File: config.mk
export PLATFORM = sky130hd
export DESIGN_NAME = wormhole_in_channel
export DESIGN_NICKNAME = d
export VERILOG_FILES = /design/src/wormhole_pkg.sv /design/src/wormhole_in_channel.sv
export SDC_FILE = /design/constraint.sdc
export NUM_CORES = 1
export LEC_CHECK = 0
export ABC_AREA = 1
export BUFFER_PORTS_ARGS = -buffer_cell sky130_fd_sc_hd__buf_4
export CAP_MARGIN = 0
export CORE_MARGIN = 3
export CORE_UTILIZATION = 49
export CTS_CLUSTER_DIAMETER = 120
export DETAILED_ROUTE_END_ITERATION = 10
export GPL_TIMING_DRIVEN = 0
export PLACE_DENSITY = 0.74
export REMOVE_ABC_BUFFERS = 1
export SETUP_SLACK_MARGIN = 0.4
export SYNTH_ARGS = -nofsm -noshare
export SYNTH_HDL_FRONTEND = slang
export SYNTH_SLANG_ARGS = --single-unit
File: constraint.sdc
create_clock -name clk_i -period 2.28 [get_ports clk_i]
set_clock_uncertainty 0.1 [all_clocks]
set_input_delay 0.114 -clock clk_i [delete_from_list [all_inputs] [get_ports clk_i]]
set_output_delay 0.114 -clock clk_i [all_outputs]
set_load 0.02 [all_outputs]
File: src/wormhole_pkg.sv
package wormhole_pkg;

  // one flit is a single word on every link
  localparam int FLIT_WIDTH = 16;

  // header layout, low to high: cord, len, cid, then free payload bits
  localparam int CORD_WIDTH = 4;
  localparam int LEN_WIDTH  = 3;
  localparam int CID_WIDTH  = 2;

  // number of unconcentrated links merged onto the concentrated link
  localparam int NUM_IN = 4;

  // field positions inside a header flit
  localparam int LEN_LSB = CORD_WIDTH;
  localparam int CID_LSB = LEN_LSB + LEN_WIDTH;

  // flit and length field types
  typedef logic [FLIT_WIDTH-1:0] flit_t;
  typedef logic [LEN_WIDTH-1:0]  len_t;

  // input side packet tracker
  // IN_HEADER: next flit at the buffer head is a header
  // IN_BODY: body flits of the current packet remain
  typedef enum logic
  {
    IN_HEADER,
    IN_BODY
  } in_state_e;

  // concentrated output controller
  // OUT_ARB: no grant held, arbitrate among requesting inputs
  // OUT_HOLD: a packet is in flight on the granted input
  typedef enum logic
  {
    OUT_ARB,
    OUT_HOLD
  } out_state_e;

endpackage
File: src/wormhole_in_channel.sv
module wormhole_in_channel
(
  input  logic                clk_i,
  input  logic                reset_i,

  // unconcentrated link, ready/valid
  input  logic                v_i,
  input  wormhole_pkg::flit_t data_i,
  output logic                ready_o,

  // buffer head towards the output controller
  output logic                fifo_v_o,
  output wormhole_pkg::flit_t fifo_data_o,
  input  logic                yumi_i,

  // packet tracking towards the output controller
  output logic                req_o,
  output logic                release_o
);

  // two entry circular buffer
  wormhole_pkg::flit_t mem_r [2];
  logic                wr_ptr_r;
  logic                rd_ptr_r;
  logic [1:0]          count_r;
  logic                push;

  // header tracker
  wormhole_pkg::in_state_e state_r;
  wormhole_pkg::len_t      body_cnt_r;
  wormhole_pkg::len_t      head_len;
  logic                    head_is_hdr;

  // accept whenever a slot is free, so back to back flits stream at full rate
  assign ready_o = ~count_r[1];
  assign push    = v_i & ready_o;

  // head is valid one cycle after the accepting edge
  assign fifo_v_o    = |count_r;
  assign fifo_data_o = mem_r[rd_ptr_r];

  // payload storage
  always_ff @(posedge clk_i)
  begin
    if (push)
    begin
      mem_r[wr_ptr_r] <= data_i;
    end
  end

  // pointers and occupancy
  always_ff @(posedge clk_i)
  begin
    if (reset_i)
    begin
      wr_ptr_r <= 1'b0;
      rd_ptr_r <= 1'b0;
      count_r  <= 2'd0;
    end
    else
    begin
      if (push)
      begin
        wr_ptr_r <= ~wr_ptr_r;
      end
      // yumi is only raised while the head is valid
      if (yumi_i)
      begin
        rd_ptr_r <= ~rd_ptr_r;
      end
      case ({push, yumi_i})
        2'b10:   count_r <= count_r + 2'd1;
        2'b01:   count_r <= count_r - 2'd1;
        default: count_r <= count_r;
      endcase
    end
  end

  // len field of the head, only meaningful when the head is a header
  assign head_len    = fifo_data_o[wormhole_pkg::LEN_LSB +: wormhole_pkg::LEN_WIDTH];
  assign head_is_hdr = (state_r == wormhole_pkg::IN_HEADER);

  // request the output only with a header waiting
  assign req_o = fifo_v_o & head_is_hdr;

  // final flit of a packet: zero length header, or last body flit
  assign release_o = fifo_v_o
                   & (head_is_hdr ? (head_len == '0)
                                  : (body_cnt_r == wormhole_pkg::len_t'(1)));

  // count the body flits of the current packet as they are popped
  always_ff @(posedge clk_i)
  begin
    if (reset_i)
    begin
      state_r    <= wormhole_pkg::IN_HEADER;
      body_cnt_r <= '0;
    end
    else if (yumi_i)
    begin
      case (state_r)
        wormhole_pkg::IN_HEADER:
        begin
          // a header without body keeps the tracker in IN_HEADER
          if (head_len != '0)
          begin
            state_r    <= wormhole_pkg::IN_BODY;
            body_cnt_r <= head_len;
          end
        end
        wormhole_pkg::IN_BODY:
        begin
          body_cnt_r <= body_cnt_r - 1'b1;
          // last body flit leaves, next head is a header again
          if (body_cnt_r == wormhole_pkg::len_t'(1))
          begin
            state_r <= wormhole_pkg::IN_HEADER;
          end
        end
        default:
        begin
          state_r <= wormhole_pkg::IN_HEADER;
        end
      endcase
    end
  end

endmodule

# Word level (Yosys, flattened, before mapping)
# Memories as Yosys holds them, arrays and structs flattened. A register that Yosys moved wholly into a read port is not among the register bits.
# Index checks and enable logic that the tools add are counted.
[classes] n_addsub=3 n_eq_ne=4 muxes=11 n_bitwise=7 reduce_logical=5
[ops] cell="2-to-1 mux 1 bit" count=7
[ops] cell="one-hot mux 3 bit (2 select lines)" count=1
[ops] cell="NOT 1 bit" count=4
[ops] cell="one-hot mux 2 bit (2 select lines)" count=1
[ops] cell="AND 1 bit" count=3
[ops] cell="equality test 3 x 1 -> 1 bit, second input constant" count=1
[ops] cell="zero test 3 bit" count=1
[ops] cell="2-to-1 mux 3 bit" count=1
[ops] cell="nonzero test 3 bit" count=1
[ops] cell="subtractor 3 x 1 -> 3 bit, second input constant" count=1
[ops] cell="adder 2 x 1 -> 2 bit, second input constant" count=1
[ops] cell="equality test 2 x 1 -> 1 bit, second input constant" count=1
[ops] cell="equality test 2 bit, second input constant" count=1
[ops] cell="!= test 2 x 1 -> 1 bit, second input constant" count=1
[ops] cell="one-hot mux 1 bit (2 select lines)" count=1
[ops] cell="AND reduction 2 bit" count=1
[ops] cell="nonzero test 2 bit" count=1
[ops] cell="OR reduction 2 bit" count=1
[ops] cell="subtractor 2 x 1 -> 2 bit, second input constant" count=1
[totals] register_bits=8 ramBits=32 in_bits=20 out_inout_bits=20 mem_count=1
[memory_table] name="mem_r" depth=2 width=16 read_ports=1 rd_ports_with_merged_regs=1 wr=1 line="wormhole_in_channel.sv:22" text="wormhole_pkg::flit_t mem_r [2];"

# Longest topological paths before layout
[depth] ltp_word=4 ltp_mapped=10

# Worst setup path after synthesis
# Ideal clock, no wire load.
[synth_timing] path_kind="flip-flop to flip-flop" from="register count_r[1]" to="memory mem_r[1][0] (netlist name) (enable)" arrival_time_ps=1381 t_required_ps=1790 path_slack_ps=409 path_stages_with_launch=4 path_buffers=0 synth_period_minus_slack_ps=1871 path_cell_list="dfxtp_1 > inv_1 > nand2_1 > nor2_1"
[synth_via] elab_chain_cells=4
[synth_lines] item="from (decl)" line="wormhole_in_channel.sv:25" text="logic [1:0] count_r;"
[synth_lines] item="from (signal assigned)" line="wormhole_in_channel.sv:72" text="2'b10: count_r <= count_r + 2'd1;"
[synth_lines] item="from (signal assigned)" line="wormhole_in_channel.sv:73" text="2'b01: count_r <= count_r - 2'd1;"
[synth_lines] item="from (signal assigned)" line="wormhole_in_channel.sv:74" text="default: count_r <= count_r;"
[synth_lines] item="NOT 1 bit" line="wormhole_in_channel.sv:35" text="assign ready_o = ~count_r[1];"
[synth_lines] item="via ready_o" line="wormhole_in_channel.sv:9" text="output logic ready_o,"
[synth_lines] item="AND 1 bit" line="wormhole_in_channel.sv:36" text="assign push = v_i & ready_o;"
[synth_lines] item="2-to-1 mux 1 bit" line="wormhole_in_channel.sv:45" text="if (push)"
[synth_lines] item="2-to-1 mux 1 bit (implied by the code)" line="wormhole_in_channel.sv:47" text="mem_r[wr_ptr_r] <= data_i;"
[synth_lines] item="to (decl)" line="wormhole_in_channel.sv:22"
# The timed path passes the listed nets, and every way through them passes these cells.

# Worst setup path in the final report
[layout_timing] from="register count_r[1]" to="memory mem_r[1][10] (netlist name) (enable)"
[layout_via] elab_chain_cells=4
[layout_lines] item="NOT 1 bit" line="wormhole_in_channel.sv:35"
[layout_lines] item="AND 1 bit" line="wormhole_in_channel.sv:36"
[layout_lines] item="2-to-1 mux 1 bit" line="wormhole_in_channel.sv:45"
[layout_lines] item="2-to-1 mux 1 bit (implied by the code)" line="wormhole_in_channel.sv:47"
# No other way between the ends.

==> results_dict.tcl <==
set metrics [dict create \
    final_max_slew_viol_count 0 \
    gp_congestion 0.723 \
    finalCritPeriodShare_pct 77.6 \
    reg2reg_slack_ns 0.51 \
    synth_area_per_cell_sq_um 11.2 \
    timing.fmax_mhz 565 \
    worst_path_dominant_cell_family "simple AND/OR/NAND/NOR gates" \
    drv_cap 0 \
    globalRoute.totalOverflow 0 \
    drt_first_pass_iters 4 \
    antenna_found_initial 0 \
    die_x_um 64.4 \
    initial_utilization_pct 53.0 \
    fin_area_sq_um 2280 \
    wl_per_cell_um 12.9 \
    grt_pass1_wl_um 5470 \
    clock_sinks 41 \
    synth_seq_cells 41 \
    p_per_area_nw_per_um2 731 \
    cts.path.max_buffers 2 \
    tightestPinTransition_ns 0.875 \
    die_h_um 64.4 \
    finalSetupViolCount 0 \
    antenna_cells 0 \
    fill_cells 242 \
    vias 1229 \
    synth_area_sq_um 1670 \
    drive_gt1_share_pct 30.2 \
    synth_cell_types 22 \
    relSlewSlack_pct 41.6 \
    crit_chain "inv_1, nand2_1, nor2_2" \
    hold_viol_final 0 \
    status "finished clean" \
    worstHoldPathType "input port to register" \
    core-area_sq_um 3150 \
    cts_tree "done" \
    cp_num_buf_inv 1 \
    placed_area_sq_um 1990 \
    drc_errors 0 \
    yosysWarnings 0 \
    critical-path-slowest-cell "nor2_2" \
    crit_path_end_kind "register" \
    cp_max_fo 17 \
    arrival_ns 1.64 \
    die_area_sq_um 4150 \
    grt.total_usage_pct 17.7 \
    syn2layout_area_growth_pct 36.7 \
    detailed_place_hpwl_um 2210 \
    rows 20 \
    cts_buffers 5 \
    cp-start-kind "register" \
    clkTransAtPathRegs_ns 0.11 \
    rsz0062_at_grt "yes" \
    setup_tns_ns 0 \
    clkLatencyLatePin_ns 0.34 \
    via_per_inst 4.75 \
    p_total_mw 1.67 \
    power.leakage_nw 0.986 \
    cts-root-buf "clkbuf_4" \
    synthCells 149 \
    crit_type "register to register" \
    required_ns 2.15 \
    fin_crit_ns 1.77 \
    ios 40 \
    port_buffers 39 \
    ys_seq_area_share_pct 68.3 \
    nNetsFinal 237 \
    crit_path_max_incr_delay_ns 0.69 \
    grt_start_max_net_pins 18 \
    h-tree-depth 2 \
    first_global_vias 1211 \
    drt_iter0_drc 43 \
    vdd_ir_drop_max_v 0.000532 \
    wl_um 3340 \
    ant_nets 0 \
]
[what timing repair did]
action | in CTS | in global routing
resized for setup | 3 | 2
hold buffers | 20 | 0
setup endpoints to repair | 42 | 6
endpoints found under the hold margin | 38 | 0
buffers inserted | 0 | 3
[state kept, by name, summed over array words and instances (netlist names), named ones only]
signal / count
count_r: 2
body_cnt_r: 3
wr_ptr_r: 1
state_r: 1
mem_r: 32
rd_ptr_r: 1
[cell usage in the layout, fill, tap and decap left out, drive strengths merged, types with 3 or more instances in the layout]
cell         netlist  final
buf                3     42
nand2             63     63
nor2              10     10
clkbuf             1      8
a21oi              7      7
edfxtp            32     32
dlygate4sd3        0     20
dfxtp              9      9
inv                9      9
ha                 3      3
o21ai              5      5
[worst paths after layout]
| check | start | endpoint | cells after the start |
|---|---|---|---|
| worst min-delay path | data_i[13] | mem_r[0][13] | 2 |
| worst max register to register | count_r[1] | mem_r[1][10] | 3 |
| worst max-delay path | count_r[1] | mem_r[1][10] | 3 |
| worst min register to register | body_cnt_r[0] | body_cnt_r[0] | 2 |
[metrics by stage]
stage          worst slack [ns]  hold slack (ns)  util, %  cells
2_1_floorplan             0.409           0.0764        -    145
3_3_place_gp              0.145            0.199     63.2    228
3_5_place_dp              0.110            0.201     63.2    228
4_1_cts                   0.280            0.371     71.6    256
5_1_grt                   0.387            0.368     72.4    259
6_report                  0.512            0.387     72.4    259
[cells in the mapped netlist]
| cell type | count | area share, % |
|---|---|---|
| nand2_2 | 6 | 2.2 |
| clkbuf_1 | 1 | 0.22 |
| buf_2 | 2 | 0.60 |
| inv_8 | 1 | 0.67 |
| or2_2 | 1 | 0.37 |
| nand2_1 | 54 | 12 |
| nor3_1 | 1 | 0.30 |
| nand2_4 | 3 | 2.0 |
| o211ai_1 | 1 | 0.45 |
| ha_1 | 3 | 2.2 |
| inv_1 | 8 | 1.8 |
| a21oi_1 | 6 | 1.8 |
| edfxtp_1 | 32 | 58 |
| dfxtp_1 | 9 | 11 |
| buf_6 | 1 | 0.67 |
| o21ai_0 | 5 | 1.5 |
| nor2_2 | 2 | 0.75 |
| xnor2_1 | 1 | 0.52 |
| nand3_1 | 2 | 0.60 |
| nor2_1 | 8 | 1.8 |
| a21boi_0 | 1 | 0.45 |
| a21oi_2 | 1 | 0.52 |
[metal layers]
metal  wire, um  track usage, %  vias to the layer above
met5          0               0                        -
met4         17            4.75                        0
met3        165            6.15                        4
met2       1890            32.9                       34
met1       1270            18.9                      572
li1           -               -                      619
[cell type report]
| cell class | count | area [sq um] | share of cell area (%) |
|---|---|---|---|
| Tap cell | 44 | 55.1 | 2.41 |
| Multi-Input combinational cell | 95 | 468 | 20.5 |
| Inverter | 9 | 41.3 | 1.81 |
| Clock buffer | 8 | 58.8 | 2.58 |
| Timing Repair Buffer | 62 | 515 | 22.6 |
| Sequential cell | 41 | 1140 | 50.1 |
[cell families (layout without fill, tap and decap cells)]
family | after synthesis | count (layout) | share of synthesized area [%]
AOI/OAI and AO/OA | 14 | 14 | 4.72
xor gates and xnor gates | 1 | 1 | 0.524
adders and majority gates | 3 | 3 | 2.25
buffers and inverters | 13 | 79 | 3.97
DFF | 41 | 41 | 68.3
and+or+nand+nor | 77 | 77 | 20.2
[where the power goes]
| group | switching (mW) | internal (mW) | total (mW) |
|---|---|---|---|
| combinational | 0.226 | 0.170 | 0.396 |
| sequential | 0.0308 | 0.876 | 0.907 |
| clock | 0.213 | 0.152 | 0.365 |
| total | 0.470 | 1.20 | 1.67 |
Power figures use the tool's default switching activity.
